### src/fgen_pkg.sv
package fgen_pkg;

	// one waveform word, also one serial frame on bit_out
	// every pattern is defined on 8 bits
	localparam int word_width = 8;

	// fibonacci lfsr length
	localparam int prbs_width = 31;

	// lfsr state right after a reseed
	localparam logic [prbs_width-1:0] prbs_seed = 31'h5a5a5a5;

	// waveform patterns the loader can write
	typedef enum logic [2:0] {
		mode_ramp        = 3'd0,
		mode_marker      = 3'd1,
		mode_boundary    = 3'd2,
		mode_pulse_width = 3'd3,
		mode_random      = 3'd4
	} pattern_mode_t;

	// ram loader fsm
	typedef enum logic [1:0] {
		load_idle    = 2'd0,
		load_writing = 2'd1,
		load_done    = 2'd2
	} loader_state_t;

endpackage

### src/prbs_generator.sv
`timescale 1ns/1ns

module prbs_generator (
	input  logic                            clock,
	input  logic                            reset,
	input  logic                            reseed,
	input  logic                            advance,
	output logic [fgen_pkg::word_width-1:0] prbs_word
);
	import fgen_pkg::*;

	// feedback taps for x^31 + x^28 + 1
	localparam int tap_high = 30;
	localparam int tap_low  = 27;

	logic [prbs_width-1:0] lfsr;

	// shift left, new bit 0 from the two taps
	// reseed wins over advance so a load always starts from the same state
	always_ff @(posedge clock) begin
		if (reset || reseed) begin
			lfsr <= prbs_seed;
		end else if (advance) begin
			lfsr <= {lfsr[prbs_width-2:0], lfsr[tap_high] ^ lfsr[tap_low]};
		end
	end

	// low byte of the current state
	assign prbs_word = lfsr[word_width-1:0];

endmodule

### config.mk
export PLATFORM = sky130hd
export DESIGN_NAME = prbs_generator
export DESIGN_NICKNAME = d
export VERILOG_FILES = /design/src/fgen_pkg.sv /design/src/prbs_generator.sv
export SDC_FILE = /design/constraint.sdc
export NUM_CORES = 1
export LEC_CHECK = 0
export ABC_CLOCK_PERIOD_IN_PS = 1800
export BUFFER_PORTS_ARGS = -buffer_cell sky130_fd_sc_hd__buf_2
export CAP_MARGIN = 5
export CORE_UTILIZATION = 59
export CTS_CLUSTER_SIZE = 12
export DETAILED_ROUTE_END_ITERATION = 6
export HOLD_SLACK_MARGIN = 0.03
export PLACE_DENSITY = 0.88
export REMOVE_ABC_BUFFERS = 1
export SYNTH_ARGS = -nofsm -noshare
export SYNTH_HDL_FRONTEND = slang
export SYNTH_SLANG_ARGS = --single-unit
### constraint.sdc
create_clock -name clock -period 1.8 [get_ports clock]
set_input_delay 0.36 -clock clock [delete_from_list [all_inputs] [get_ports clock]]
set_output_delay 0.36 -clock clock [all_outputs]
set_load 0.01 [all_outputs]
Word level (Yosys, flattened, before mapping)
Cells that the tools add are included. Widths: inputs -> output; s select.

Register bits: 31. Input bits: 4. Output and inout bits: 8. Word-level logic and storage cells: 3.

Bitwise logic cells: 1. Reduce and logical (&&, ||, !) cells: 1.

Operators with widths (count): $logic_or 1x1->1 (1); $xor 1x1->1 (1).

Logic depth before layout (Yosys ltp)
Depth after elaboration: 1. Mapped depth: 4. Mapped depth without buffers: 2.

Worst setup path after synthesis
Ideal clock, no wire load.

Path type: in2reg. Start point: input advance. End point: register lfsr[2]. Data arrival time: 0.917 ns. Data required time: 1.675 ns. Slack: 0.758 ns. Stages: 4. Buffers on the path: 2. Cells stage by stage: buf_2 > buf_4 > mux2i_1 > nand2_1.

RTL lines: from (decl) (line prbs_generator.sv:7) `input logic advance,`; to (signal assigned) (line prbs_generator.sv:22) `lfsr <= prbs_seed;`; to (signal assigned) (line prbs_generator.sv:24) `lfsr <= {lfsr[prbs_width-2:0], lfsr[tap_high] ^ lfsr[tap_low]};`; to (decl) (line prbs_generator.sv:16) `logic [prbs_width-1:0] lfsr;`.

Worst setup path in the final report
Start point: register lfsr[1]. End point: output prbs_word[1] (netlist bit).

RTL lines: to (decl) (line prbs_generator.sv:8) `output logic [fgen_pkg::word_width-1:0] prbs_word`.

No word-level cell between the ends.

==> flow_metrics.py <==
metrics = {
    "yosys": {
        "yosysTopAreaCell": "dfxtp_1",
        "synthTopCellsByArea": "dfxtp_1 (52%), mux2i_1 (25%), buf_4 (7.0%), nor2_1 (5.7%), nand2_1 (4.1%)",
        "ys_ff_latch": 31,
        "syn_area_per_cell_um2": 10.7,
        "yosysSeqAreaShare_pct": 52.4,
        "synthCells": 111,
        "synth_top_area_share_pct": 52.4,
        "netlist-cell-type-count": 12,
        "ys_warn_count": 0,
        "netlist_area_um2": 1180,
    },
    "critical_path": {
        "crit_type": "flop to output port",
        "path_max_fanout": 3,
        "critPathLaunchType": "flop",
        "cp_slowest_cell": "dfxtp_1",
        "crit_path_max_incr_delay_ns": 0.37,
        "crit_path_end_kind": "output port",
        "crit_family": "flip-flops",
        "worstPathRequired_ns": 1.44,
        "arrival_ns": 0.84,
        "r2r_cells": 2,
        "crit_buf_inv": 1,
        "rr_startpoint": "lfsr[0]",
        "crit_chain": "buf_2",
        "r2r_slack_ns": 1.03,
        "r2r-end": "lfsr[0]",
    },
    "status": {
        "outcome": "completed",
    },
    "pwr": {
        "peakVddDrop_uv": 928,
        "p_sw_mw": 0.296,
        "p_leak_nw": 0.582,
        "switching_share_pct": 21.4,
        "total_power_mw": 1.39,
        "p_int_mw": 1.09,
        "power_frac_clock_pct": 40.2,
        "power_density_nw_per_um2": 1100,
        "seqPwrFrac_pct": 52.5,
        "p_comb_share_pct": 7.3,
    },
    "sta": {
        "slew_headroom_pct": 61.7,
        "rsz0062_at_grt": "no",
        "period_share_pct": 66.5,
        "setup_viol": 0,
        "max_clock_freq_mhz": 836,
        "fin_crit_ns": 1.20,
        "hold_viol": 0,
        "drv_slew": 0,
        "worstMarginPinSlew_ns": 0.575,
        "tns_ns": 0,
        "skew_ns": 0.0165,
    },
    "layout": {
        "final_util_pct": 70.2,
        "nFillCells": 144,
        "fin_nets": 120,
        "drive_gt1_share_pct": 17.9,
        "diodes": 0,
        "largest_register_ff_count": 31,
        "area_delta_synth_final_pct": 6.87,
        "reg.largest.list": "lfsr: 31 flops",
        "regMostFlops": "lfsr",
    },
    "drt": {
        "first_pass_iters": 4,
        "wl_per_cell_um": 11.2,
        "vias": 702,
        "drc": 0,
        "first_iter_violations": 9,
        "antenna_left": 0,
        "totalWireLength_um": 1590,
        "viasPerCell": 4.94,
    },
    "die": {
        "rows": 15,
        "num_io_pins": 12,
        "die_h_um": 46.8,
        "dieArea_um2": 2190,
        "initial_core_util_pct": 65.7,
        "die_width_um": 46.8,
        "coreArea_um2": 1800,
    },
    "worst_hold_path": {
        "worstHoldPathCells": 3,
        "hp-start": "reseed",
        "min_to": "lfsr[23]",
        "hp-class": "input port to flop",
    },
    "flow_run": {
        "drv_cap": 0,
    },
    "global_routing": {
        "grt-ovfl-total": 0,
        "grt_pass1_vias": 591,
        "grt_first_pass_wirelength_um": 2570,
        "grt_max_degree": 33,
        "grt_use_total_pct": 17.4,
        "antenna_found_initial": 0,
    },
    "place": {
        "hpwl_um": 1060,
        "gp_congestion": 0.655,
        "numPortBuffers": 11,
    },
    "clocking": {
        "htreeDepth": 2,
        "postCtsHoldBufs": 0,
        "numCtsBuffers": 5,
        "cts.reportedPaths.clkPinSlew_ns": 0.10,
        "insertion_delay_ns": 0.33,
        "cts_resized": 0,
        "clock_path_buffers": 2,
        "cts-root-buf": "clkbuf_4",
        "cts_tree": "yes",
        "postCtsSetupBuffers": 0,
        "numClockSinks": 31,
    },
}
worst max path at each step:
stage | from | endpoint | slack (ns) | cells after the start
after global placement | reset | lfsr[28] | 0.63 | 3
after floorplan | reseed | lfsr[0] | 0.69 | 2
final | lfsr[1] | prbs_word[1] | 0.60 | 1
after global routing | lfsr[1] | prbs_word[1] | 0.55 | 1
after CTS | lfsr[7] | prbs_word[7] | 0.59 | 1
after detailed placement | reset | lfsr[12] | 0.61 | 3
area by class of cell:
class                      count  area [um2]  area share, %
tap                           25        31.3           2.47
sequential                    31         621           49.1
timing repair buffer          13        82.6           6.53
clock inverter                 2        35.0           2.77
clock buffer                   6        51.3           4.06
multi-input combinational     65         444           35.1
power by group through the flow:
stage | Combinational [mW] | Sequential, mW | Clock, mW
2_1_floorplan | 0.0560 | 0.744 | 0
3_3_place_gp | 0.0995 | 0.742 | 0
3_5_place_dp | 0.102 | 0.743 | 0
4_1_cts | 0.102 | 0.727 | 0.570
5_1_grt | 0.112 | 0.731 | 0.599
6_report | 0.101 | 0.727 | 0.557
per-stage QoR:
step / hold slack [ns] / instance area, um2 / std cells / worst slack (ns)
after global placement: 0.452 / 1180 / 134 / 0.625
after global routing: 0.290 / 1260 / 142 / 0.552
after floorplan: 0.441 / 1060 / 96 / 0.693
final: 0.300 / 1260 / 142 / 0.603
after CTS: 0.287 / 1260 / 142 / 0.590
after detailed placement: 0.462 / 1180 / 134 / 0.607
cells by family (layout without fill, tap and decap cells):
logic type | after synthesis | count (layout) | synth area share [%]
buffers and inverters | 15 | 21 | 10.0
DFF | 31 | 31 | 52.4
muxes | 30 | 30 | 25.4
AOI/OAI and AO/OA | 1 | 1 | 0.529
and+or+nand+nor | 33 | 33 | 10.9
xor gates and xnor gates | 1 | 1 | 0.740
cells in the final DEF, fill, tap and decap left out:
master / instances
dfxtp_1: 31
mux2i_1: 30
nor2_1: 18
nand2_1: 13
buf_2: 11
clkbuf_4: 5
or2_1: 1
xnor2_1: 1
nor4_1: 1
a31oi_1: 1
bufinv_16: 1
clkinv_2: 1
clkbuf_8: 1
buf_4: 1
buf_12: 1
cell usage after synthesis:
cell and count:
dfxtp_1 31, mux2i_1 30, nor2_1 18, nand2_1 13, buf_4 11, buf_2 2, a31oi_1 1, buf_6 1
buf_8 1, nor4_1 1, or2_1 1, xnor2_1 1
routing by layer:
layer | global-route usage, % | vias to the layer above | routed length, um
met5 | 0 | - | 0
met4 | 8.57 | 0 | 28
met3 | 8.46 | 5 | 65
met2 | 26.4 | 10 | 716
met1 | 20.7 | 320 | 782
li1 | - | 367 | -
(Power assumes the default switching activity.)
