==> src/fgen_pkg.sv <==
package fgen_pkg;

	// one waveform word, also one serial frame on bit_out
	// every pattern is defined on 8 bits
	localparam int word_width = 8;

	// fibonacci lfsr length
	localparam int prbs_width = 31;

	// lfsr state right after a reseed
	localparam logic [prbs_width-1:0] prbs_seed = 31'h5a5a5a5;

	// waveform patterns the loader can write
	typedef enum logic [2:0] {
		mode_ramp        = 3'd0,
		mode_marker      = 3'd1,
		mode_boundary    = 3'd2,
		mode_pulse_width = 3'd3,
		mode_random      = 3'd4
	} pattern_mode_t;

	// ram loader fsm
	typedef enum logic [1:0] {
		load_idle    = 2'd0,
		load_writing = 2'd1,
		load_done    = 2'd2
	} loader_state_t;

endpackage

==> src/pattern_synthesizer.sv <==
`timescale 1ns/1ns

module pattern_synthesizer #(
	parameter int address_depth = 14
) (
	input  logic [address_depth-1:0]        load_address,
	input  fgen_pkg::pattern_mode_t         mode,
	output logic [fgen_pkg::word_width-1:0] pattern_word
);
	import fgen_pkg::*;

	// mask for the address bits below the top byte
	// empty when the ram is only 256 words deep
	localparam logic [address_depth-1:0] low_mask =
		address_depth'((64'd1 << (address_depth - 8)) - 64'd1);

	logic [word_width-1:0]    top_byte;
	logic [word_width-1:0]    low_bits;
	logic [2:0]               top_three;
	logic [word_width-1:0]    comb_word;

	// top 8 address bits, tells where in the ram a marker sits
	assign top_byte  = load_address[address_depth-1 -: word_width];
	// low d-8 bits, zero extended
	assign low_bits  = word_width'(load_address & low_mask);
	// pulse width selector
	assign top_three = load_address[address_depth-1 -: 3];

	// k+1 ones packed from the msb
	assign comb_word = ~({word_width{1'b1}} >> (4'(top_three) + 4'd1));

	always_comb begin
		pattern_word = '0;
		case (mode)
			mode_ramp: begin
				pattern_word = load_address[word_width-1:0];
			end
			mode_marker: begin
				// frame of four words every 32 addresses
				case (load_address[4:0])
					5'd0:    pattern_word = 8'hff;
					5'd1:    pattern_word = top_byte;
					5'd2:    pattern_word = low_bits;
					5'd3:    pattern_word = 8'hff;
					default: pattern_word = '0;
				endcase
			end
			mode_boundary: begin
				// shows any seam between ram blocks
				if (load_address[5:0] == 6'd0) begin
					pattern_word = top_byte;
				end
			end
			mode_pulse_width: begin
				// one pulse per 128 words, width grows through the ram
				if (load_address[6:0] == 7'd0) begin
					pattern_word = comb_word;
				end
			end
			// random words come from the prbs generator
			default: pattern_word = '0;
		endcase
	end

endmodule

==> config.mk <==
export PLATFORM = sky130hd
export DESIGN_NAME = pattern_synthesizer
export DESIGN_NICKNAME = d
export VERILOG_FILES = /design/src/fgen_pkg.sv /design/src/pattern_synthesizer.sv
export SDC_FILE = /design/constraint.sdc
export NUM_CORES = 1
export LEC_CHECK = 0
export ABC_AREA = 1
export BUFFER_PORTS_ARGS = -buffer_cell sky130_fd_sc_hd__buf_2
export CORE_AREA = 5 5 42 44
export DETAILED_ROUTE_END_ITERATION = 10
export DIE_AREA = 0 0 47 49
export PLACE_DENSITY = 0.75
export SLEW_MARGIN = 20
export SYNTH_ARGS = -nofsm -noshare
export SYNTH_HDL_FRONTEND = slang
export SYNTH_SLANG_ARGS = --single-unit
==> constraint.sdc <==
create_clock -name vclk -period 0.9
set_clock_uncertainty 0.15 [all_clocks]
set_input_delay 0.045 -clock vclk [all_inputs]
set_output_delay 0.045 -clock vclk [all_outputs]
set_load 0.01 [all_outputs]
## Yosys cells after proc, flatten, opt, wreduce, memory -nomap -nowiden

Index checks and enable logic that the tools add are counted.

| word-level totals | value |
|---|---|
| bits in registers | 0 |
| input bits | 17 |
| output and inout port bits | 8 |
| logic and storage cells | 18 |

| cells by class | value |
|---|---|
| add/subtract/negate cells | 1 |
| eq/ne operators | 6 |
| shift operators | 1 |
| multiplexer cells | 4 |
| bitwise gates (word level) | 1 |
| reduce and logical (&&, ||, !) cells | 5 |

Operators with widths:

| cell | count |
|---|---|
| one-hot mux 8 bit (4 select lines) | 1 |
| one-hot mux 8 bit (3 select lines) | 1 |
| two-way mux 8 bit | 2 |
| equality test 5 x 2 -> 1 bit (second input constant) | 2 |
| inverter 8 bit | 1 |
| right shift 8 x 4 -> 8 bit (first input constant) | 1 |
| logical NOT 7 bit | 1 |
| equality test 3 x 2 -> 1 bit (second input constant) | 2 |
| logical NOT 6 bit | 1 |
| equality test 5 x 1 -> 1 bit (second input constant) | 1 |
| logical NOT 5 bit | 1 |
| adder 3 x 1 -> 4 bit (second input constant) | 1 |
| equality test 3 x 1 -> 1 bit (second input constant) | 1 |
| logical NOT 3 bit | 1 |
| OR reduction 2 bit | 1 |

## Logic depth before layout (Yosys ltp)

| depth | value |
|---|---|
| depth in word-level cells | 5 |
| depth in mapped cells | 7 |
| mapped depth without buffers | 7 |

## Worst setup path after synthesis

No wires, ideal clock.

| path | value |
|---|---|
| path type | input -> output |
| from | input load_address[0] |
| to | output pattern_word[3] (netlist name) |
| arrival time | 669 ps |
| path slack | 36 ps |
| stages | 7 |
| cells stage by stage | nor2_2 nand2_2 nor2_8 nand2_2 nor2_1 nor2_1 nand2_1 |

| on the way | value |
|---|---|
| longest elaborated chain between the ends | 4 |

RTL lines:

| what | line | RTL |
|---|---|---|
| start, declared | pattern_synthesizer.sv:6 | `input logic [address_depth-1:0] load_address,` |
| equality test 5 x 2 -> 1 bit / logical NOT 5 bit (equally long branches) | pattern_synthesizer.sv:40 | `case (load_address[4:0])` |
| OR reduction 2 bit (no source line) | -- |  |
| one-hot mux 8 bit (3 select lines) | pattern_synthesizer.sv:40 |  |
| one-hot mux 8 bit (4 select lines) (*) | pattern_synthesizer.sv:34 | `case (mode)` |
| end, declared | pattern_synthesizer.sv:8 | `output logic [fgen_pkg::word_width-1:0] pattern_word` |

Every way passes the cells marked *; elsewhere a longest branch is shown, timed or not.

## Worst setup path after layout

| path | value |
|---|---|
| from | input load_address[2] |
| to | output pattern_word[0] (netlist name) |

The elaborated chain is that of the path after synthesis.

==> metrics.cfg <==
[outcome]
status = finished with violations
violations = setup timing

[worst_setup_path]
cp_slowest_cell = nor2_4
max_stage_delay_ns = 0.16
critical_path.startpoint_type = primary input
critPathCaptureType = primary output
crit_chain = buf_8 -> nor2_4 -> nand2_2 -> nor2_4 -> nand2_1 -> nand2_1 -> nand2_1 -> nand3_1 -> buf_2
crit_required_ns = 0.70
cpMostUsedCell = nand2_1
path_class = primary input to primary output
cp_max_fo = 4
cp_data_arrival_time_ns = 0.96

[cells_and_area]
area_growth_pct = 67.8
seq_cells = 0
clock_buffers = 0
n_antenna_cell = 0
regArea_um2 = 0
nets = 174
drive_above_1_share_pct = 40.6

[timing]
worst_slack_ns = -0.251
fmax_mhz = 868
worst_pin_slew_ns = 0.244
setup_viol = 8
hold_viol = 0
setup_tns_ns = -1.90
rsz0062_at_grt = true
relSlewSlack_pct = 83.7
slew_viol_final = 0
whs_ns = 0.252
fin_crit_sh_pct = 128
period_needed_ns = 1.15

[yosys]
synth_top_area_cell = nand2_1
synth.area.top_cells = nand2_1 30%, nand3_1 18%, inv_1 16%
synth_cell_types = 15
syn_area_per_cell_um2 = 4.47
synth_nets = 136
synthesis.area_um2 = 532
syn-instance-count = 119
ys_seq_area_share_pct = 0
synth-simple-area-share_pct = 76.5
synth_top_family_by_area = simple AND/OR/NAND/NOR gates
synth_adder_area_share_pct = 0
synth_top_area_share_pct = 29.6
synthMuxAreaShare_pct = 0
synth_compound_area_share_pct = 5.65
synth_xor_area_share_pct = 0
yosys_warnings = 0

[drt]
vias = 845
drtPass1Iterations = 4
ant_nets = 0
drt_iter0_markers = 23
drcViolationCount = 0
drt_wl_total_um = 2070
vias_per_cell = 4.94
wl_per_cell_um = 12.1

[die]
rows = 14
die_y_um = 49
core_area_mm2 = 0.00140
initial_core_util_pct = 37.9
die-area_mm2 = 0.00230
fp.dieW_um = 47
top_level_ports = 25

[min_path]
holdPathStages = 4
hold_path_class = primary input to primary output

[global_route]
grt_antenna_before_repair = 0
grt_first_pass_wirelength_um = 3220
grt_max_degree = 10
grt_pass1_vias = 778
grt_usage_pct = 17.6
grt.overflow.total = 0

[power_and_ir_drop]
ir_worst_vdd_uv = 196
p_leak_nw = 0.559
powerDensity_mw_per_mm2 = 323

[run]
maxCapViolations = 0

[place]
gp_congestion = 0.912
io_buffers = 25
hpwlAfterDp_um = 1520
place_ws_ns = -0.302

[clock_tree]
ctsHoldBuffers = 0

## cells in the mapped netlist, drive strengths merged
library cell	count
nand2	44
inv	24
nor2	22
nand3	20
o21ai	4
a21oi	2
buf	1
nand3b	1
nor3	1
## worst paths after layout
path / from / to / slack (ns)
worst max-delay path: load_address[2] / pattern_word[0] / -0.25
worst min-delay path: load_address[7] / pattern_word[1] / 0.25
## critical path, delay by kind of cell
family / cells / cell delay (ns)
simple gates: 7 / 0.68
buf+inv: 2 / 0.24
## cell families (layout without fill, tap and decap cells)
| group | Yosys count | after routing |
|---|---|---|
| buffers and inverters | 25 | 60 |
| AO/OA/AOI/OAI | 6 | 6 |
| AND/OR/NAND/NOR | 88 | 89 |
## metal layers
| layer | track usage, % | vias to the layer above | part of all wire [%] |
|---|---|---|---|
| met4 | 4.61 | 0 | 1.5 |
| met2 | 30.3 | 36 | 55 |
| met1 | 22.2 | 368 | 37 |
| met3 | 1.85 | 6 | 5.9 |
| li1 | - | 435 | - |
| met5 | 0 | - | 0 |
## per-stage QoR
stage / area (um^2) / cells / power (mW) / util (%)
global route: 892 / 171 / 0.315 / 63.7
global placement: 739 / 168 / 0.218 / 52.8
floorplan: 532 / 119 / 0.108 / -
detailed placement: 739 / 168 / 0.223 / 52.8
CTS: 826 / 169 / 0.257 / 58.9
finish: 892 / 171 / 0.288 / 63.7
## repair_timing
item                       CTS  global route
resized for setup           22            18
cloned                       1             0
setup endpoints to repair    8             8
pin swaps                   12            11
setup buffers                0             2
## area by class of cell
| class | count | area, um^2 |
|---|---|---|
| fill | 136 | 509 |
| tap | 16 | 20.0 |
| inverter | 24 | 92.6 |
| multi-input combinational | 95 | 529 |
| timing repair buffer | 36 | 250 |
## power by group
group / total, mW / internal (mW) / switching [mW]
Clock: 0 / 0 / 0
Combinational: 0.288 / 0.122 / 0.166
Sequential: 0 / 0 / 0
## cell usage in the layout, fill, tap and decap left out
cell / count
nand2_1: 38
buf_2: 20
inv_1: 19
nand3_1: 15
nor2_1: 13
buf_4: 10
nor2_4: 7
inv_2: 4
nand3_2: 4
nand2_2: 4
buf_6: 4
nand2_4: 2
nor2_2: 2
a21oi_1: 2
o21ai_1: 2
buf_8: 2
inv_4: 1
nor2_8: 1
nand3_4: 1
o21ai_2: 1
o21ai_0: 1
nor3_1: 1
nand3b_1: 1
Note: power is estimated with default switching activity, not from simulation.
