<file path="src/fgen_pkg.sv">
package fgen_pkg;

	// one waveform word, also one serial frame on bit_out
	// every pattern is defined on 8 bits
	localparam int word_width = 8;

	// fibonacci lfsr length
	localparam int prbs_width = 31;

	// lfsr state right after a reseed
	localparam logic [prbs_width-1:0] prbs_seed = 31'h5a5a5a5;

	// waveform patterns the loader can write
	typedef enum logic [2:0] {
		mode_ramp        = 3'd0,
		mode_marker      = 3'd1,
		mode_boundary    = 3'd2,
		mode_pulse_width = 3'd3,
		mode_random      = 3'd4
	} pattern_mode_t;

	// ram loader fsm
	typedef enum logic [1:0] {
		load_idle    = 2'd0,
		load_writing = 2'd1,
		load_done    = 2'd2
	} loader_state_t;

endpackage

</file>
<file path="src/word_serializer.sv">
`timescale 1ns/1ns

module word_serializer (
	input  logic                            clock,
	input  logic                            reset,
	input  logic [fgen_pkg::word_width-1:0] word_out,
	input  logic                            word_strobe,
	output logic                            bit_out
);
	import fgen_pkg::*;

	logic [word_width-1:0] shift_reg;

	// load on strobe, then shift toward the msb
	// zeros fill in behind, so the line idles low between words
	always_ff @(posedge clock) begin
		if (reset) begin
			shift_reg <= '0;
		end else if (word_strobe) begin
			shift_reg <= word_out;
		end else begin
			shift_reg <= {shift_reg[word_width-2:0], 1'b0};
		end
	end

	// msb first, bit 7 in the cycle after the strobe
	assign bit_out = shift_reg[word_width-1];

	// a new word must not cut the previous frame short
	assert property (@(posedge clock) disable iff (reset)
		word_strobe |=> !word_strobe [*word_width-1])
		else $error("word_strobe closer than %0d cycles", word_width);

endmodule
</file>
<file path="config.mk">
export PLATFORM = sky130hd
export DESIGN_NAME = word_serializer
export DESIGN_NICKNAME = d
export VERILOG_FILES = /design/src/fgen_pkg.sv /design/src/word_serializer.sv
export SDC_FILE = /design/constraint.sdc
export NUM_CORES = 1
export LEC_CHECK = 0
export ABC_AREA = 1
export BUFFER_PORTS_ARGS = -buffer_cell sky130_fd_sc_hd__buf_2
export CORE_AREA = 2 2 39 41
export CTS_CLUSTER_SIZE = 30
export DETAILED_ROUTE_END_ITERATION = 10
export DIE_AREA = 0 0 41 43
export SYNTH_ARGS = -nofsm -noshare
export SYNTH_HDL_FRONTEND = slang
export SYNTH_SLANG_ARGS = --single-unit
</file>
<file path="constraint.sdc">
create_clock -name clock -period 0.8 [get_ports clock]
set_clock_uncertainty 0.2 [all_clocks]
set_input_delay 0.12 -clock clock [delete_from_list [all_inputs] [get_ports clock]]
set_output_delay 0.12 -clock clock [all_outputs]
set_load 0.02 [all_outputs]
</file>
# Word-level counts from Yosys, hierarchy flattened

Index checks and enable logic that the tools add are counted.

Add/sub/neg operators: 0
Multipliers: 0
Div/mod/pow operators: 0
$lt $le $gt $ge: 0
Equality and inequality tests: 0
Shifts and indexed selects: 0
Muxes and demuxes: 1
Bitwise operators: 1
Reduce and logical (&&, ||, !) cells: 1

Operator list:

| cell             | count |
|---|---|
| $mux W8          | 1 |
| $reduce_or A2 Y1 | 1 |
| $not A1 Y1       | 1 |

Register bits: 8
Bits in latches: 0
RAM bits: 0
ROM bits: 0
Output and inout bits: 1
Word-level logic and storage cells: 5
Memories kept: 0

# Longest topological paths before layout

Gate-level depths: netlist (run 1).

Depth after elaboration: 2
Depth in mapped cells: 4

# Worst setup path before layout (run 1)

OpenSTA, ideal clock, no wires.

Path kind: flip-flop to output port
Start point: register shift_reg[7]
End point: output bit_out
Arrival time: 0.395 ns
Data required time: 0.480 ns
Slack: 0.085 ns
Cell stages (with the launch flop): 1
Path buffers: 0
Cells stage by stage: dfxtp_1

RTL lines:

| what                   | RTL line              | text |
|---|---|---|
| from (decl)            | word_serializer.sv:12 | `logic [word_width-1:0] shift_reg;` |
| from (signal assigned) | word_serializer.sv:20 | `shift_reg <= word_out;` |
| from (signal assigned) | word_serializer.sv:22 | `shift_reg <= {shift_reg[word_width-2:0], 1'b0};` |
| to (decl)              | word_serializer.sv:8  | `output logic bit_out` |

No word-level cell between the ends.

# Worst setup path after layout (run 1)

Start point: register shift_reg[7]
End point: output bit_out

No word-level cell between the ends.

==> qor.csv, run 1 <==
metric;value;unit
outcome;finished, violations left;
failing checks;negative hold slack, negative setup slack;
syn_area_per_cell;6.68;um^2
Worst Hold Class;input port to flop;
top_reg_cell synth;dfxtp_1;
CP max-delay cell;dfxtp_2;
Synth Net Count;58;
placed cells;73;
r2r startpoint;shift_reg[4];
CTS buffer count;3;
detailed placer's ending HPWL;381;um
Die Area;1760;um^2
Synth Cell Area;314;um^2
Crit path buffers/inverters;1;
final WL;507;um
Final period util;1.24;
# diodes;0;
Worst R2R End;shift_reg[5];
die height;43;um
initial core utilization;0.227;
Critical Path Sink Type;primary output;
crit path to;bit_out;
clk root buf;clkbuf_4;
Max VDD drop;0.990;mV
initial antenna violation count;0;
Post-Layout Cell Count;76;
Slew headroom;0.841;
Global Route Usage Sum;0.0837;
max reg flops;8;
top cells by count, synth;nand2_1, nor2_1, dfxtp_1, inv_1, buf_6;
leak pwr;0.238;nW
fin. max-slew vios;0;
routability cong.;0.637;
mean routed wirelength per cell;6.67;um
global-route wire length before repair;903;um
final net count;73;
post-layout min period;996;ps
Die Wd;41;um
CTS max path bufs;2;
Clk Latency, worst-skew pair;240;ps
post-synth top area share;0.510;
CTS Sinks;8;
io pins;12;
Seq/Total Area, Yosys;0.510;
CP peak stage delay;310;ps
pre-CTS setup slack;-56.0;ps
#FFs+latches synth;8;
drt first pass iters;2;
Fin Setup TNS;-196;ps
P_sw;0.000185;W
crit path launch type;flop;
final hold viol count;8;
Worst Path Required;480;ps
maximum fanout along the worst path;1;
endpoints failing setup;1;
synth-to-layout area growth;29.9;%
vias in the first global route;256;
switching power share of the total;0.224;
Setup crit start;shift_reg[7];
Synth Instances;47;
part of the power in registers;0.524;
# DRC;0;
CP Data Arrival Time;680;ps
Max Cap Viol;0;
layout cell share with drive strength beyond 1;0.250;
CP delay by family, top;flip-flops;
Comb power frac;0.115;
Async S/R FF share, synth;0;
DR vias/cell;3.71;
WS Path Type;flop to primary output;
Unique masters post-synth;5;
clock network power share;0.361;
Iter 0 DRT Violations;2;
FP Rows;14;
reg2reg path depth;2;
# port buffers;11;
clock-pin slew on the worst setup and hold paths;50;ps
hold_ws;-162;ps
via count;282;
EDFF count, synth;0;
power density cells;2030;nW/um^2
WP depth;1;
Syn. warnings;0;
Slew @ Worst Pin;238;ps
ANT nets after route;0;
Synth area leader;dfxtp_1;
Final Power;0.000827;W
Internal;0.000642;W
CTS tree;built;
PnR worst setup slack;-196;ps
RSZ-0062 raised after global routing;yes;
H-tree Lvls;1;
largest net degree at the start of global routing;16;
area of the core;1380;um^2
flop2flop setup slack;50;ps
Max Fclk;1000;MHz
critical path, cell by cell;buf_6;
total gr overflow;0;
Synth area leaders;dfxtp_1, nand2_1, nor2_1;
repair_timing:
item / CTS / global route
resized for setup: 3 / 0
setup endpoints to repair: 1 / 1
pin swaps: 0 / 0
cloned: 0 / 0
endpoints found under the hold margin: 8 / 7
setup buffers: 0 / 0
power groups by stage:
stage                     clock network (W)   logic, W  registers [W]
after global placement                    0  0.0000901       0.000439
after CTS                          0.000323  0.0000971       0.000433
after floorplan                           0  0.0000562       0.000443
after detailed placement                  0  0.0000931       0.000440
final                              0.000299  0.0000952       0.000433
after global routing               0.000344   0.000111       0.000434
metrics by stage:
| step | utilization | cell area (um^2) |
|---|---|---|
| global route | 0.295 | 408 |
| finish | 0.295 | 408 |
| global placement | 0.273 | 378 |
| CTS | 0.295 | 408 |
| detailed placement | 0.273 | 378 |
| floorplan | - | 314 |
logic make-up after synthesis:
| kind of cell | synth area share |
|---|---|
| simple gates | 0.359 |
| flops | 0.510 |
| buf+inv | 0.131 |
worst min path at each step:
stage           from           end  slack [ps]  cells after the start
2_1_floorplan  reset  shift_reg[0]          -8                      1
3_3_place_gp   reset  shift_reg[0]          90                      2
3_5_place_dp   reset  shift_reg[0]         100                      2
4_1_cts        reset  shift_reg[0]        -170                      2
5_1_grt        reset  shift_reg[0]        -160                      2
6_report       reset  shift_reg[0]        -160                      2
layer usage:
| metal | GRT usage | share of wire |
|---|---|---|
| met2 | 0.113 | 0.43 |
| met1 | 0.0847 | 0.48 |
| met5 | 0 | 0 |
| met4 | 0.0200 | 0 |
| met3 | 0.0942 | 0.091 |
cell type report:
class,count,area (um^2)
inverter,8,30.0
tap,16,20.0
fill,146,976
sequential,8,161
multi-input combinational,30,113
clock buffer,3,22.5
timing repair buffer,11,61.3
cell usage in the layout (no fill, tap or decap):
master and instances:
nor2_1 15, nand2_1 15, buf_2 10, inv_1 8
dfxtp_1 7, clkbuf_4 3, buf_6 1, dfxtp_2 1
Power figures use the tool's default switching activity.
==> run 2: changes to the inputs <==
--- a/config.mk
+++ b/config.mk
@@ -11,6 +11,7 @@
 export CTS_CLUSTER_SIZE = 30
 export DETAILED_ROUTE_END_ITERATION = 10
 export DIE_AREA = 0 0 41 43
+export RECOVER_POWER = 25
 export SYNTH_ARGS = -nofsm -noshare
 export SYNTH_HDL_FRONTEND = slang
 export SYNTH_SLANG_ARGS = --single-unit
==> run 2 against run 1 <==
  * Non-clock buffer count unchanged
  * Sequential cell count unchanged
  * Design area unchanged
  * Register-to-register slack about the same
  * Critical path depth unchanged
  * Largest power group unchanged
  * The run still ends with negative hold slack, negative setup slack left
  * Sequential power about the same
  * Count of clock-buffer cells in the layout unchanged
  * Power about the same
  * Via count unchanged
  * Critical endpoint unchanged
  * Sequential share of layout area unchanged
  * Clock power about the same
==> qor.csv, run 2 (same netlist as run 1, synthesis figures left out) <==
metric;value;unit;change
outcome;finished, violations left;;
failing checks;negative hold slack, negative setup slack;;
Crit path buffers/inverters;1;;unchanged
FP Rows;14;;unchanged
CTS tree;built;;
CP delay by family, top;flip-flops;;
Worst Hold Class;input port to flop;;
Comb power frac;0.115;;about the same
RSZ-0062 raised after global routing;yes;;
fin. max-slew vios;0;;unchanged
DR vias/cell;3.71;;unchanged
final net count;73;;unchanged
WP depth;1;;unchanged
part of the power in registers;0.524;;about the same
global-route wire length before repair;903;um;unchanged
detailed placer's ending HPWL;381;um;unchanged
CP peak stage delay;310;ps;about the same
critical path, cell by cell;buf_6;;
H-tree Lvls;1;;unchanged
area of the core;1380;um^2;unchanged
switching power share of the total;0.224;;about the same
Post-DP Area;378;um^2;unchanged
Final period util;1.24;;unchanged
io pins;12;;unchanged
drt first pass iters;2;;unchanged
Die Wd;41;um;unchanged
reg2reg path depth;2;;unchanged
routability cong.;0.637;;unchanged
final WL;507;um;unchanged
CP max-delay cell;dfxtp_2;;
P_sw;0.000185;W;about the same
worst hold stages;2;;unchanged
Internal;0.000642;W;about the same
# DRC;0;;unchanged
final hold viol count;8;;unchanged
crit path launch type;flop;;
max reg flops;8;;unchanged
post-layout min period;996;ps;unchanged
Max Cap Viol;0;;unchanged
# port buffers;11;;unchanged
clk root buf;clkbuf_4;;
Final Cell Area;408;um^2;unchanged
synth-to-layout area growth;29.9;%;unchanged
Worst Path Required;480;ps;about the same
CP Data Arrival Time;680;ps;about the same
ANT nets after route;0;;unchanged
mean routed wirelength per cell;6.67;um;unchanged
endpoints failing setup;1;;unchanged
CTS buffer count;3;;unchanged
maximum fanout along the worst path;1;;unchanged
power density cells;2030;nW/um^2;about the same
die height;43;um;unchanged
Max VDD drop;0.990;mV;about the same
PnR worst setup slack;-196;ps;unchanged
initial core utilization;0.227;;unchanged
Iter 0 DRT Violations;2;;unchanged
layout cell share with drive strength beyond 1;0.250;;unchanged
Slew headroom;0.823;;-0.0180
Clk Latency, worst-skew pair;240;ps;about the same
CTS max path bufs;2;;unchanged
setup bufs post-CTS;0;;unchanged
total gr overflow;0;;unchanged
# diodes;0;;unchanged
Max Fclk;1000;MHz;unchanged
hold_ws;-162;ps;unchanged
Global Route Usage Sum;0.0837;;unchanged
vias in the first global route;256;;unchanged
Critical Path Sink Type;primary output;;
clock network power share;0.361;;about the same
leak pwr;0.238;nW;about the same
Final Power;0.000827;W;about the same
Die Area;1760;um^2;unchanged
clock-pin slew on the worst setup and hold paths;50;ps;about the same
largest net degree at the start of global routing;16;;unchanged
via count;282;;unchanged
initial antenna violation count;0;;unchanged
Slew @ Worst Pin;265;ps;+27.0 ps
CTS Sinks;8;;unchanged
most frequent cells in the layout;nor2_1, nand2_1, buf_2;;
WS Path Type;flop to primary output;;
run 2: cell count changes in the layout (fill, tap and decap cells not counted), sizes merged:
cell / previous run / this run
buf: 11 / 10
clkbuf: 3 / 4
run 2: path summary, 6_finish.rpt:
check	start	end	slack (ps)
setup reg to reg	shift_reg[4]	shift_reg[5]	50
setup / recovery	shift_reg[7]	bit_out	-200
hold / removal	reset	shift_reg[0]	-160
hold reg to reg	shift_reg[6]	shift_reg[7]	250
run 2: stage by stage:
step                setup slack [ps]  hold slack [ps]   util  cells  TNS (ps)
floorplan                       84.9            -8.45      -     47         0
global placement               -25.3             90.1  0.273     73      -163
detailed placement             -56.0             97.3  0.273     73      -314
CTS                             -210             -175  0.295     76      -210
global route                    -227             -165  0.295     76      -227
finish                          -196             -162  0.295     76      -196
run 2: what timing repair did:
| item | in CTS | in global routing |
|---|---|---|
| resized for setup | 3 | 0 |
| endpoints found under the setup margin | 1 | 1 |
| hold endpoints to repair | 8 | 7 |
run 2: routing by layer:
metal / wire length (um) / vias up / track usage
li1: - / 160 / -
met1: 240 / 112 / 0.0847
met2: 218 / 10 / 0.113
met3: 48 / 0 / 0.0942
met4: 0 / 0 / 0.0200
met5: 0 / - / 0
run 2: layout make-up:
type / count / area (um^2)
clock buffer: 3 / 22.5
fill: 146 / 976
inverter: 8 / 30.0
multi-input combinational: 30 / 113
sequential: 8 / 161
tap: 16 / 20.0
timing repair buffer: 11 / 61.3
run 2: power by group through the flow:
stage | clock, W | sequential, W | combinational, W
final | 0.000299 | 0.000433 | 0.0000951
after global routing | 0.000344 | 0.000434 | 0.000111
after CTS | 0.000323 | 0.000433 | 0.0000971
after detailed placement | 0 | 0.000440 | 0.0000931
after global placement | 0 | 0.000439 | 0.0000901
after floorplan | 0 | 0.000443 | 0.0000562
==> run 3: changes to the inputs <==
--- a/config.mk
+++ b/config.mk
@@ -11,7 +11,9 @@
 export CTS_CLUSTER_SIZE = 30
 export DETAILED_ROUTE_END_ITERATION = 10
 export DIE_AREA = 0 0 41 43
+export GPL_TIMING_DRIVEN = 0
 export RECOVER_POWER = 25
+export SLEW_MARGIN = 40
 export SYNTH_ARGS = -nofsm -noshare
 export SYNTH_HDL_FRONTEND = slang
 export SYNTH_SLANG_ARGS = --single-unit
==> constraint.sdc (replaced) <==
create_clock -name clock -period 1.25 [get_ports clock]
set_clock_uncertainty 0.2 [all_clocks]
set_input_delay 0.1875 -clock clock [delete_from_list [all_inputs] [get_ports clock]]
set_output_delay 0.1875 -clock clock [all_outputs]
set_load 0.02 [all_outputs]
==> run 3 against run 2 <==
  * The flow now finishes without violations
  * Register-to-register slack improved by 450 ps
  * Sequential share of layout area down 2.5 points
  * Design area rose by 5.8%
  * Die area is the same
  * Critical path type is now input port to flop
  * Highest routed layer unchanged
==> qor.csv, run 3 (same netlist as run 1, synthesis figures left out) <==
metric;value;unit;change
outcome;finished, final reports clean;;
clk root buf;clkbuf_4;;
synth-to-layout area growth;37.5;%;
CP Data Arrival Time;1170;ps;+490 ps
via count;288;;+2.1%
Util after Layout;0.312;;+0.0172
WS Path Type;input port to flop;;
io pins;12;;unchanged
Worst Hold Class;input port to flop;;
setup bufs post-CTS;0;;unchanged
Max Cap Viol;0;;unchanged
CTS Sinks;8;;unchanged
Iter 0 DRT Violations;5;;+3
Setup crit start;reset;;
Fin Setup TNS;0;ps;+196 ps
reg2reg path depth;2;;unchanged
largest net degree at the start of global routing;11;;-5
flop2flop setup slack;500;ps;+450 ps
leak pwr;0.250;nW;+5.1%
crit path launch type;input port;;
FP Rows;14;;unchanged
Post-DP Area;389;um^2;+3.0%
power density cells;1250;nW/um^2;-38%
CTS tree;built;;
global-route wire length before repair;876;um;-3.0%
post-cts hold buffer count;2;;
mean routed wirelength per cell;6.71;um;+0.57%
Critical Path Sink Type;flop;;
most frequent cells in the layout;nor2_1, nand2_1, buf_2;;
drt first pass iters;4;;+2
# DRC;0;;unchanged
maximum fanout along the worst path;7;;+6
routability cong.;0.678;;+6.4%
max reg flops;8;;unchanged
clock-pin slew on the worst setup and hold paths;60;ps;about the same
final net count;76;;+4.1%
Slew headroom;0.859;;+0.0358
final hold viol count;0;;-8
# port buffers;11;;unchanged
post-layout min period;1180;ps;
Global Route Usage Sum;0.0866;;+0.00294
area of the core;1380;um^2;unchanged
CTS max path bufs;2;;unchanged
Final period util;0.944;;
final WL;530;um;+4.5%
layout cell share with drive strength beyond 1;0.238;;-0.0119
Max VDD drop;0.521;mV;-47%
pre-CTS setup slack;308;ps;+364 ps
DR vias/cell;3.65;;-1.8%
fin. max-slew vios;0;;unchanged
ANT nets after route;0;;unchanged
vias in the first global route;219;;-14%
RSZ-0062 raised after global routing;no;;
endpoints failing setup;0;;-1
r2r startpoint;shift_reg[4];;
die height;43;um;unchanged
H-tree Lvls;1;;unchanged
Die Area;1760;um^2;unchanged
initial core utilization;0.227;;unchanged
Worst R2R End;shift_reg[5];;
CTS buffer count;3;;unchanged
CTS resizes;0;;-3
detailed placer's ending HPWL;385;um;+1.1%
crit path to;shift_reg[5];;
Final Cell Area;432;um^2;+5.8%
Clk Latency, worst-skew pair;250;ps;about the same
PnR worst setup slack;70.3;ps;+266 ps
Die Wd;41;um;unchanged
initial antenna violation count;0;;unchanged
Worst Path Required;1240;ps;+760 ps
# diodes;0;;unchanged
Max Fclk;848;MHz;
total gr overflow;0;;unchanged
Slew @ Worst Pin;211;ps;-53.9 ps
[run 3: cell types whose count changed in the layout (fill, tap and decap cells not counted)]
cell           delta
dlygate4sd3_1     +2
buf_2             +1
dfxtp_1           +1
dfxtp_2           -1
[run 3: metal layers]
layer	up-vias	GRT usage	share of wire
met5	-	0	0
met4	0	0.0800	0
met3	0	0.0785	0.070
met2	8	0.0938	0.42
met1	114	0.0942	0.50
li1	166	-	-
[run 3: power breakdown]
| group | switching (W) | leakage [nW] | internal (W) |
|---|---|---|---|
| registers | 0.00000403 | 0.0664 | 0.000272 |
| logic | 0.0000337 | 0.170 | 0.0000336 |
| clock network | 0.0000860 | 0.0138 | 0.000110 |
| total | 0.000124 | 0.250 | 0.000415 |
[run 3: area by class of cell]
type / count / area (um^2)
Sequential cell: 8 / 160
Buffer: 1 / 11.3
Fill cell: 163 / 952
Clock buffer: 3 / 22.5
Multi-Input combinational cell: 30 / 113
Inverter: 8 / 30.0
Tap cell: 16 / 20.0
Timing Repair Buffer: 13 / 75.1
[run 3: worst min-delay path by stage]
stage	from	slack, ps	endpoint	depth (start not counted)
5_1_grt	word_out[5]	20	shift_reg[5]	5
3_5_place_dp	reset	160	shift_reg[0]	2
6_report	word_out[3]	20	shift_reg[3]	5
2_1_floorplan	reset	60	shift_reg[0]	1
4_1_cts	word_out[5]	20	shift_reg[5]	5
3_3_place_gp	reset	160	shift_reg[0]	2
[run 3: worst max-delay path: stages]
cell	delay, ps
dlygate4sd3_1	530
buf_2	120
inv_1	170
nand2_1	80
nor2_1	80
[run 3: through the flow]
| step | total power [W] | hold slack (ps) | instances |
|---|---|---|---|
| floorplan | 0.000319 | 59.1 | 47 |
| global placement | 0.000344 | 157 | 74 |
| detailed placement | 0.000345 | 160 | 74 |
| CTS | 0.000546 | 21.0 | 79 |
| global route | 0.000582 | 17.6 | 79 |
| finish | 0.000539 | 20.7 | 79 |
