**src/fgen_pkg.sv**
```systemverilog
package fgen_pkg;

	// one waveform word, also one serial frame on bit_out
	// every pattern is defined on 8 bits
	localparam int word_width = 8;

	// fibonacci lfsr length
	localparam int prbs_width = 31;

	// lfsr state right after a reseed
	localparam logic [prbs_width-1:0] prbs_seed = 31'h5a5a5a5;

	// waveform patterns the loader can write
	typedef enum logic [2:0] {
		mode_ramp        = 3'd0,
		mode_marker      = 3'd1,
		mode_boundary    = 3'd2,
		mode_pulse_width = 3'd3,
		mode_random      = 3'd4
	} pattern_mode_t;

	// ram loader fsm
	typedef enum logic [1:0] {
		load_idle    = 2'd0,
		load_writing = 2'd1,
		load_done    = 2'd2
	} loader_state_t;

endpackage

```
**src/ram_loader.sv**
```systemverilog
`timescale 1ns/1ns

module ram_loader #(
	parameter int address_depth = 14
) (
	input  logic                            clock,
	input  logic                            reset,
	input  logic                            start,
	input  fgen_pkg::pattern_mode_t         mode,
	input  logic [fgen_pkg::word_width-1:0] pattern_word,
	input  logic [fgen_pkg::word_width-1:0] prbs_word,
	output fgen_pkg::pattern_mode_t         latched_mode,
	output logic [address_depth-1:0]        load_address,
	output logic                            write_enable,
	output logic [address_depth-1:0]        write_address,
	output logic [fgen_pkg::word_width-1:0] write_data,
	output logic                            loaded
);
	import fgen_pkg::*;

	localparam logic [address_depth-1:0] last_address = '1;

	loader_state_t         state;
	logic [word_width-1:0] pattern_data;

	// load_address runs one cycle ahead of write_address
	// the pattern word for it is captured on the same edge
	always_ff @(posedge clock) begin
		if (reset) begin
			state         <= load_idle;
			latched_mode  <= mode_ramp;
			load_address  <= '0;
			write_enable  <= 1'b0;
			write_address <= '0;
			loaded        <= 1'b0;
		end else begin
			case (state)
				load_idle, load_done: begin
					if (start) begin
						// mode only sampled here, changes while writing are ignored
						state        <= load_writing;
						latched_mode <= mode;
						load_address <= '0;
						loaded       <= 1'b0;
					end
				end
				load_writing: begin
					if (write_enable && write_address == last_address) begin
						// last word goes into the ram on this edge
						state        <= load_done;
						write_enable <= 1'b0;
						loaded       <= 1'b1;
					end else begin
						write_enable  <= 1'b1;
						write_address <= load_address;
						load_address  <= load_address + 1'b1;
					end
				end
				default: begin
					state <= load_idle;
				end
			endcase
		end
	end

	// deterministic word for the address being registered
	always_ff @(posedge clock) begin
		pattern_data <= pattern_word;
	end

	// prbs steps on every edge that writes, so while a word is pending
	// its state has taken exactly write_address steps from the seed
	assign write_data = (latched_mode == mode_random) ? prbs_word : pattern_data;

	// ram writes only happen inside a load
	// loaded must not rise before the write burst is over
	assert property (@(posedge clock) disable iff (reset)
		write_enable |-> state == load_writing && !loaded)
		else $error("write_enable high outside load_writing or with loaded set");

endmodule

```
**config.mk**
```make
export PLATFORM = sky130hd
export DESIGN_NAME = ram_loader
export DESIGN_NICKNAME = d
export VERILOG_FILES = /design/src/fgen_pkg.sv /design/src/ram_loader.sv
export SDC_FILE = /design/constraint.sdc
export NUM_CORES = 1
export LEC_CHECK = 0
export BUFFER_PORTS_ARGS = -buffer_cell sky130_fd_sc_hd__clkbuf_2
export CORE_UTILIZATION = 50
export CTS_BUF_LIST = sky130_fd_sc_hd__clkbuf_2 sky130_fd_sc_hd__clkbuf_4 sky130_fd_sc_hd__clkbuf_8
export DETAILED_ROUTE_END_ITERATION = 10
export HOLD_SLACK_MARGIN = 0.03
export PLACE_DENSITY_LB_ADDON = 0.15
export SLEW_MARGIN = 20
export SYNTH_ARGS = -nofsm -noshare
export SYNTH_HDL_FRONTEND = slang
export SYNTH_SLANG_ARGS = --single-unit
```
**constraint.sdc**
```tcl
create_clock -name clock -period 4.45 [get_ports clock]
set_input_delay 1.335 -clock clock [delete_from_list [all_inputs] [get_ports clock]]
set_output_delay 1.335 -clock clock [all_outputs]
set_load 0.05 [all_outputs]
```
# Yosys cells after proc, flatten, opt, wreduce, memory -nomap -nowiden

Cells that the tools add are included.

Bits in registers: 43
Input port bits: 22
Output and inout bits: 41

Reduce and logical (&&, ||, !) cells: 9
Bitwise gates (word level): 1
Equality and inequality tests: 7
Add/sub/neg operators: 1
Muxes and demuxes: 11

Operators with widths:

| operator                                            | number |
|---|---|
| two-way mux 14 bit                                  | 2 |
| case mux 14 bit (2 select lines)                    | 1 |
| adder 14 x 1 -> 14 bit, second input constant       | 1 |
| equality test 14 bit, second input constant         | 1 |
| two-way mux 8 bit                                   | 1 |
| != test 2 bit, second input constant                | 3 |
| AND reduction 2 bit                                 | 3 |
| AND reduction 3 bit                                 | 2 |
| two-way mux 2 bit                                   | 2 |
| case mux 2 bit (2 select lines)                     | 1 |
| equality test 3 bit, second input constant          | 1 |
| two-way mux 1 bit                                   | 3 |
| equality test 2 x 1 -> 1 bit, second input constant | 1 |
| equality test 2 bit, second input constant          | 1 |
| logical NOT 2 bit                                   | 1 |
| case mux 1 bit (2 select lines)                     | 1 |
| nonzero test 2 bit                                  | 1 |
| OR reduction 2 bit                                  | 1 |
| logical AND 1 bit                                   | 1 |
| NOT 1 bit                                           | 1 |

# Logic depth before layout (Yosys ltp)

Gate-level depths: netlist (run 1).

Depth after elaboration: 4
Depth in mapped cells: 6
Mapped depth without buffers: 5

# Worst setup path after synthesis (run 1)

Ideal clock, no wire load.

Kind: input to output
Start point: input prbs_word[0] (netlist name)
End point: output write_data[0] (netlist name)
Slack: 1.405 ns
Data arrival time: 1.710 ns
Cell stages on the path: 1
Required time: 3.115 ns
Cell sequence: mux2_2

Cells in the longest elaborated chain, start to end: 1

Ends and longest elaborated chain:

| what              | RTL line         | text |
|---|---|---|
| start, declared   | ram_loader.sv:11 | `input logic [fgen_pkg::word_width-1:0] prbs_word,` |
| two-way mux 8 bit | ram_loader.sv:73 | `assign write_data = (latched_mode == mode_random) ? prbs_word : pattern_data;` |
| end, declared     | ram_loader.sv:16 | `output logic [fgen_pkg::word_width-1:0] write_data,` |

Every way passes these cells.

# Worst setup path in the final report (run 1)

Start point: input prbs_word[6] (netlist name)
End point: output write_data[6] (netlist name)

The elaborated chain is that of the path after synthesis.

==> reports/metrics.sh, run 1 <==
STARTPOINT_TYPE='primary input'
GRT_PASS1_WL_UM=6023
MAX_CAP_VIOLATIONS=0
RUN_STATUS='finished clean'
FIN_AREA_MM2=0.002170
SETUP.REG_TO_REG.WORST_SLACK_PS=2350
SYNTH_EDF_COUNT=0
TIMING.CRITICAL_PATH.MODE_CELL='sky130_fd_sc_hd__clkbuf_2'
SKEW_PS=12.69
PLACEMENT.IO_BUFFERS=62
TIMING.HOLD.WORST_ENDPOINT='loaded'
TRITONCTS='built'
P_LEAK_nW=0.9320
DIE_AREA_MM2=0.003772
SYN_INST=191
SYNTH-MAIN-FF-CELL='sky130_fd_sc_hd__dfxtp_1'
SHARE_OF_POST_ROUTE_CELLS_WITH_DRIVE_STRENGTH_ABOVE_1_PCT=32.81
SYNTH.AREA.TOP_CELLS='sky130_fd_sc_hd__dfxtp_1, sky130_fd_sc_hd__nand2_1, sky130_fd_sc_hd__a21oi_1'
SYN_TO_FINAL_GROWTH_PCT=22.89
CLK_PIN_SLEW_WORST_PATHS_PS=130
ROUTABILITY_DRIVEN_PLACEMENT_CONGESTION_RATIO=0.7063
TIMING.RR.START='write_address[7]'
FINAL_CYCLE_SHARE_PCT=72.75
NUMBER_OF_GLOBAL_ROUTE_VIAS_BEFORE_REPAIR=1351
RR_WORST_DEPTH=5
NNETSFINAL=275
MAX-SLEW-MARGIN-REL_PCT=49.55
RSZ0062_AT_GRT='false'
DR.PASS1.ITERS=4
IRDROPWORSTVDD_mV=0.2600
SLOWEST_DELAY_PS=260
INSERTEDDIODECOUNT=0
DIE_W_UM=61.42
CP_CELL_SEQUENCE='clkbuf_2 -> mux2_2 -> clkbuf_2'
CTS.SINKS=43
GRT_MAX_DEGREE=38
TIMING.CRITICAL_PATH.TO_TYPE='primary output'
POST_DRT_VIA_CELL_RATIO=5.532
SYNTHESIS.AREA_MM2=0.001765
CRITICAL_PATH.MAX_FANOUT=1
YOSYSUNIQUECELLTYPES=32
DIE_HEIGHT_UM=61.42
POST_DRT_WL_PER_CELL_UM=12.81
INITIAL_CORE_UTIL_PCT=52.49
CTS_BUFFER_DEPTH=2
POSTROUTEWIRELENGTH_UM=3830
SYNTH_TOP_CELL_AREA_SHARE_PCT=48.76
HP-CLASS='flop to flop'
H-TREE-DEPTH=2
GR_OVERFLOW_TOTAL=0
TIMING.CRITICAL_PATH.MAX_DELAY_FAMILY='buffers and inverters'
TIMING.FINAL.HOLD_VIOLATIONS=0
SYNTHTOPCELLSBYCOUNT='sky130_fd_sc_hd__dfxtp_1, sky130_fd_sc_hd__nand2_1, sky130_fd_sc_hd__a21oi_1, sky130_fd_sc_hd__mux2_2, sky130_fd_sc_hd__nand3_1'
SEQ_AREA_FRAC_SYNTH_PCT=48.76
DETAIL_ROUTE.DRC_VIOLATIONS=0
GRT_ANTENNA_BEFORE_REPAIR=0
DRT-INITIAL-DRC-COUNT=82
GR-USAGE-ALL-LAYERS_PCT=22.08
YS_WARN_COUNT=0
ROUTE.VIAS.TOTAL=1654
CTS_REPAIR_RESIZED_INSTS=0
WHS_PATH_DEPTH=2
SETUP.WORST_PATH.CLASS='primary input to primary output'
CP.BUFFERS_INVERTERS=2
FLOORPLAN.CORE_AREA_MM2=0.003363
NETLIST.TOP_CELL.BY_AREA='sky130_fd_sc_hd__dfxtp_1'
FILLERINSTANCES=333
CP_SLOWEST_CELL='sky130_fd_sc_hd__mux2_2'
PLACED_CELL_AREA_MM2=0.002088
POSTSYNTHNETCOUNT=214
PROPORTION_OF_SYNTHESIZED_FLIP_FLOPS_HAVING_ASYNCHRONOUS_SET_OR_RESET_PCT=0
NUMBER_OF_BUFFERS_ADDED_BY_THE_CLOCK_TREE_SYNTHESIS_STEP=5
MIN-DELAY-START='loaded'
FIN_SETUP_TNS_PS=0
CLOCK_LATENCY_PS=360
ROOT_BUFFER='sky130_fd_sc_hd__clkbuf_4'
CRITICAL_PATH.REG2REG.ENDPOINT='load_address[9]'
MAX_SLEW.WORST_PIN.SLEW_PS=756.7
POST-DP-HPWL_UM=2744
YS_SEQ_ELEMENTS=43
POWER_DENSITY_mW_PER_MM2=341.5
CP_ARRIVAL_PS=1900
POSTCTSSETUPREPAIRBUFS=0
CTS_HOLD_BUF=0
ROW_COUNT=21
FINALWORSTPATHREQUIREDPERIOD_PS=3237
IO_PINS=63
MAXSLEWVIOLCOUNT=0
REPORT.FINAL.SETUP_VIOL=0
CP.REQUIRED_PS=3120
ANT_NETS=0
FMAXACHIEVABLE_MHz=308.9
AVGSYNTHCELLAREA_UM2=9.243
==> power breakdown <==
| part | switching, mW | total (mW) | leakage, nW | internal, mW |
|---|---|---|---|---|
| Sequential | 0.00556 | 0.399 | 0.351 | 0.393 |
| Combinational | 0.0694 | 0.0960 | 0.536 | 0.0267 |
| Clock | 0.128 | 0.246 | 0.0452 | 0.118 |
| Total | 0.203 | 0.741 | 0.932 | 0.538 |
==> worst reg2reg max path, cell delays in order, from the launching register on <==
cell and delay, ps:
sky130_fd_sc_hd__dfxtp_1 400, sky130_fd_sc_hd__nand4_1 230, sky130_fd_sc_hd__o41ai_4 590, sky130_fd_sc_hd__buf_4 380, sky130_fd_sc_hd__nor4_1 100, sky130_fd_sc_hd__a211o_1 300
==> worst max path at each step <==
stage,slack (ps),depth (start not counted),startpoint,end
final,1210,3,prbs_word[6],write_data[6]
after global routing,1070,3,latched_mode[2],write_data[6]
after global placement,1220,3,prbs_word[1],write_data[1]
after detailed placement,1210,3,prbs_word[6],write_data[6]
after floorplan,1410,1,prbs_word[0],write_data[0]
after CTS,1190,3,latched_mode[2],write_data[6]
==> through the flow <==
stage	hold WS [ps]	worst slack [ps]	util (%)	total power, mW	std cells
4_1_cts	480.0	1190	64.51	0.7463	299
6_report	476.8	1213	64.51	0.7410	299
3_3_place_gp	448.4	1220	62.09	0.5039	291
5_1_grt	488.9	1075	64.51	0.7692	299
2_1_floorplan	432.1	1405	-	0.4819	191
3_5_place_dp	457.4	1212	62.09	0.5041	291
==> routing by layer <==
| layer | wire (um) | vias to the layer above | track usage [%] |
|---|---|---|---|
| met5 | 0 | - | 0 |
| met4 | 48 | 0 | 7.302 |
| met3 | 212 | 5 | 7.353 |
| met2 | 1822 | 52 | 34.16 |
| met1 | 1746 | 771 | 29.13 |
| li1 | - | 826 | - |
==> final cells by class <==
type                    count  area (um^2)  area share [%]
flip-flops and latches     43        860.8           39.68
multi-input cells         139        852.1           39.27
repair buffers             63        317.8           14.65
well taps                  46        57.56           2.653
clock inverters             3        43.79           2.018
clock buffers               5        37.54           1.730
==> flip-flops by register name (all words and copies together) (netlist names) <==
signal,flops
state,2
write_enable,1
pattern_data,8
loaded,1
latched_mode,3
write_address,14
load_address,14
==> cell families (layout without fill, tap and decap cells) <==
group           count (synthesis)  count (layout)  share of synthesized area (%)
simple gates                   87              87                          26.08
compound gates                 43              43                          16.37
flops                          43              43                          48.76
buf+inv                         9              71                          2.977
mux                             8               8                          5.103
fa+ha+maj                       1               1                         0.7086
==> cell usage in the layout (no fill, tap or decap), drive strengths merged, types with 2 or more instances in the layout <==
| master | Yosys | layout |
|---|---|---|
| and4 | 3 | 3 |
| and3 | 5 | 5 |
| o311ai | 3 | 3 |
| clkbuf | 5 | 67 |
| nor4 | 6 | 6 |
| dfxtp | 43 | 43 |
| a21oi | 28 | 28 |
| nand3 | 7 | 7 |
| nor2b | 3 | 3 |
| o211ai | 3 | 3 |
| mux2 | 8 | 8 |
| nor2 | 2 | 2 |
| nand2b | 2 | 2 |
| or4 | 3 | 3 |
| nand2 | 43 | 43 |
| or3 | 3 | 3 |
| clkinv | 0 | 2 |
| nand4 | 5 | 5 |
| a211o | 5 | 5 |
Note: power is estimated with default switching activity, not from simulation.
==> inputs of run 2 (changes only) <==
--- a/config.mk
+++ b/config.mk
@@ -5,8 +5,9 @@
 export SDC_FILE = /design/constraint.sdc
 export NUM_CORES = 1
 export LEC_CHECK = 0
+export ABC_AREA = 1
 export BUFFER_PORTS_ARGS = -buffer_cell sky130_fd_sc_hd__clkbuf_2
-export CORE_UTILIZATION = 50
+export CORE_UTILIZATION = 47
 export CTS_BUF_LIST = sky130_fd_sc_hd__clkbuf_2 sky130_fd_sc_hd__clkbuf_4 sky130_fd_sc_hd__clkbuf_8
 export DETAILED_ROUTE_END_ITERATION = 10
 export HOLD_SLACK_MARGIN = 0.03
==> constraint.sdc (replaced) <==
create_clock -name clock -period 2.75 [get_ports clock]
set_input_delay 0.825 -clock clock [delete_from_list [all_inputs] [get_ports clock]]
set_output_delay 0.825 -clock clock [all_outputs]
set_load 0.05 [all_outputs]
==> run 2 against run 1 <==
Against the previous run:
- synthesized cell count rose by 39%
- global-route usage fell by 0.73 points
- worst setup slack got worse by 850 ps
- power rose by 79%
- synthesized area rose by 14%
- first-iteration DRC count fell by 21%
- sequential cell count did not move
- utilization fell by 4.9 points
- cell count rose by 26%
- design area rose by 11%
- register-to-register slack got worse by 1100 ps
- sequential power rose by 69%
==> reports/metrics.sh, run 2 <==
RUN_STATUS='finished clean'
SYNTH_TOP_FAMILY_BY_AREA='simple AND/OR/NAND/NOR gates'
TIMING.FINAL.HOLD_VIOLATIONS=0
FMAXACHIEVABLE_MHz=418.4
CP.BUFFERS_INVERTERS=1
LAYOUT.AREA.SEQ_UM2=860.8
SHARE_OF_POST_ROUTE_CELLS_WITH_DRIVE_STRENGTH_ABOVE_1_PCT=33.44
SYNTH_ADDER_AREA_SHARE_PCT=0.6192
SYN_INST=265
YS_SEQ_ELEMENTS=43
SYNTHTOPCELLSBYCOUNT='sky130_fd_sc_hd__nand2_1, sky130_fd_sc_hd__dfxtp_1, sky130_fd_sc_hd__nor2_1, sky130_fd_sc_hd__inv_1, sky130_fd_sc_hd__a21oi_1'
IO_PINS=63
NNETSFINAL=350
GR_OVERFLOW_TOTAL=0
ROW_COUNT=23
SEQ_AREA_FRAC_SYNTH_PCT=42.60
CLK_PIN_SLEW_WORST_PATHS_PS=70
CP_ARRIVAL_PS=1570
H-TREE-DEPTH=2
SYNTH.AREA.TOP_CELLS='sky130_fd_sc_hd__dfxtp_1, sky130_fd_sc_hd__nand2_1, sky130_fd_sc_hd__nor2_1'
SYNTH_COMPOUND_AREA_SHARE_PCT=10.46
CTS_HOLD_BUF=0
POST_DRT_VIA_CELL_RATIO=4.907
TRITONCTS='built'
P_LEAK_nW=1.118
RSZ0062_AT_GRT='false'
POST-DP-HPWL_UM=3309
TIMING.CRITICAL_PATH.MAX_DELAY_FAMILY='multiplexers'
POSTSYNTHNETCOUNT=288
MOST_USED_CELLS_IN_THE_LAYOUT_EXCLUDING_FILL_AND_TAP_CELLS='sky130_fd_sc_hd__clkbuf_2, sky130_fd_sc_hd__nand2_1, sky130_fd_sc_hd__dfxtp_1, sky130_fd_sc_hd__nor2_1, sky130_fd_sc_hd__inv_1'
MAX-SLEW-MARGIN-REL_PCT=69.34
SKEW_PS=5.947
DIE_HEIGHT_UM=67.57
SYNTH_TOP_CELL_AREA_SHARE_PCT=42.60
REPORT.FINAL.SETUP_VIOL=0
MAX_CAP_VIOLATIONS=0
LAYOUT_COMMONEST_CELL='sky130_fd_sc_hd__clkbuf_2'
FLOORPLAN.CORE_AREA_MM2=0.004058
BIGGESTREGSBYFLOPS='load_address (14), write_address (14), pattern_data (8)'
MAX_SLEW.WORST_PIN.SLEW_PS=459.4
TIMING.CRITICAL_PATH.TO_TYPE='primary output'
MAXSLEWVIOLCOUNT=0
CP_CELL_SEQUENCE='nor2_1 -> nand2_1 -> mux2_2 -> clkbuf_2'
FINALWORSTPATHREQUIREDPERIOD_PS=2390
FILLERINSTANCES=384
POSTCTSSETUPREPAIRBUFS=0
CLOCK_LATENCY_PS=290
FIN_SETUP_TNS_PS=0
YOSYSUNIQUECELLTYPES=30
POWER_DENSITY_mW_PER_MM2=547.4
ROUTABILITY_DRIVEN_PLACEMENT_CONGESTION_RATIO=0.8852
NUMBER_OF_BUFFERS_ADDED_BY_THE_CLOCK_TREE_SYNTHESIS_STEP=5
POST_DRT_WL_PER_CELL_UM=11.90
PLACEMENT.IO_BUFFERS=62
DIE_AREA_MM2=0.004566
DETAIL_ROUTE.DRC_VIOLATIONS=0
SYNTHESIS.AREA_MM2=0.002021
GRT_PASS1_WL_UM=7293
NUMBER_OF_GLOBAL_ROUTE_VIAS_BEFORE_REPAIR=1605
ROUTE.VIAS.TOTAL=1845
POST_SYNTH_XOR_AREA_FRACTION_PCT=0
PROPORTION_OF_SYNTHESIZED_FLIP_FLOPS_HAVING_ASYNCHRONOUS_SET_OR_RESET_PCT=0
MULTIINPUTGATEAREA_UM2=978.4
SYNTH_EDF_COUNT=0
GR-USAGE-ALL-LAYERS_PCT=21.35
DR.PASS1.ITERS=4
INITIAL_CORE_UTIL_PCT=49.80
DRT-INITIAL-DRC-COUNT=65
GRT_ANTENNA_BEFORE_REPAIR=0
SLOWEST_DELAY_PS=380
SYNTHMOSTINSTANTIATEDCELL='sky130_fd_sc_hd__nand2_1'
CRITICAL_PATH.MAX_FANOUT=8
POSTROUTEWIRELENGTH_UM=4475
IRDROPWORSTVDD_mV=0.3015
CTS_BUFFER_DEPTH=2
CP_SLOWEST_CELL='sky130_fd_sc_hd__mux2_2'
CTS.SINKS=43
STARTPOINT_TYPE='flop'
AVGSYNTHCELLAREA_UM2=7.625
MUXSHAREOFSYNTHAREA_PCT=4.458
ROOT_BUFFER='sky130_fd_sc_hd__clkbuf_8'
DIE_W_UM=67.57
INSERTEDDIODECOUNT=0
GRT_MAX_DEGREE=27
SETUP.WORST_PATH.CLASS='flop to primary output'
YS_WARN_COUNT=0
ANT_NETS=0
FINALCOREUTILIZATION_PCT=59.61
SYN_TO_FINAL_GROWTH_PCT=19.69
NETLIST.TOP_CELL.BY_AREA='sky130_fd_sc_hd__dfxtp_1'
CTS_REPAIR_RESIZED_INSTS=0
CP.REQUIRED_PS=1930
FINAL_CYCLE_SHARE_PCT=86.91
HP-CLASS='flop to flop'
SYNTH_SIMPLE_GATE_AREA_SHARE_PCT=32.88
SYNTH-MAIN-FF-CELL='sky130_fd_sc_hd__dfxtp_1'
## run 2: cell types whose count changed after synthesis, moves of 6 or more
cell | before | now
sky130_fd_sc_hd__o21ai_0 | 0 | 13
sky130_fd_sc_hd__nor2_1 | 2 | 35
sky130_fd_sc_hd__a21oi_1 | 28 | 18
sky130_fd_sc_hd__nand3_1 | 7 | 13
sky130_fd_sc_hd__inv_1 | 0 | 26
sky130_fd_sc_hd__nand2_1 | 43 | 55
sky130_fd_sc_hd__nand2_2 | 0 | 9
sky130_fd_sc_hd__nor4_1 | 6 | 0
## run 2: path summary, 6_finish.rpt
path | start | endpoint | slack (ps) | cells after the start
max | latched_mode[0] | write_data[7] | 360 | 4
max reg2reg | write_address[6] | load_address[9] | 1240 | 11
min | loaded | loaded | 470 | 2
min reg2reg | loaded | loaded | 470 | 2
## run 2: tightest hold or removal path, cell delays in order (launching register included)
cell	delay (ps)
sky130_fd_sc_hd__dfxtp_1	310
sky130_fd_sc_hd__nand2_1	60
sky130_fd_sc_hd__a21oi_1	60
## run 2: cells by family after synthesis
| kind of cell | Yosys count |
|---|---|
| muxes | 8 |
| adders and majority gates | 1 |
| DFF | 43 |
| buffers and inverters | 40 |
| AOI/OAI and AO/OA | 39 |
| and+or+nand+nor | 134 |
## run 2: report_power, final
group	internal (mW)	switching, mW	total (mW)
clock	0.179	0.196	0.375
sequential	0.653	0.0211	0.674
combinational	0.0697	0.206	0.275
total	0.902	0.422	1.32
## run 2: cell type report
| type | instances | share of cell area (%) |
|---|---|---|
| Multi-Input combinational cell | 182 | 40.46 |
| Sequential cell | 43 | 35.59 |
| Timing Repair Buffer | 63 | 13.14 |
| Inverter | 32 | 5.070 |
| Clock buffer | 6 | 3.156 |
| Tap cell | 50 | 2.587 |
## run 2: metal layers
metal	global-route usage [%]	vias up	wire length [um]
met4	4.787	0	25
li1	-	958	-
met5	0	-	0
met2	33.17	64	2018
met1	29.31	820	2121
met3	5.574	3	310
## run 2: per-stage QoR
stage / total power [mW] / instance area [um^2] / hold slack (ps) / std cells / setup WS (ps)
after CTS: 1.339 / 2419 / 482.3 / 376 / 339.1
after floorplan: 0.9068 / 2021 / 538.0 / 265 / 496.2
after detailed placement: 0.9650 / 2342 / 466.4 / 370 / 530.2
final: 1.324 / 2419 / 473.0 / 376 / 360.0
after global placement: 0.9623 / 2342 / 457.8 / 370 / 549.0
after global routing: 1.387 / 2419 / 499.7 / 376 / 236.4
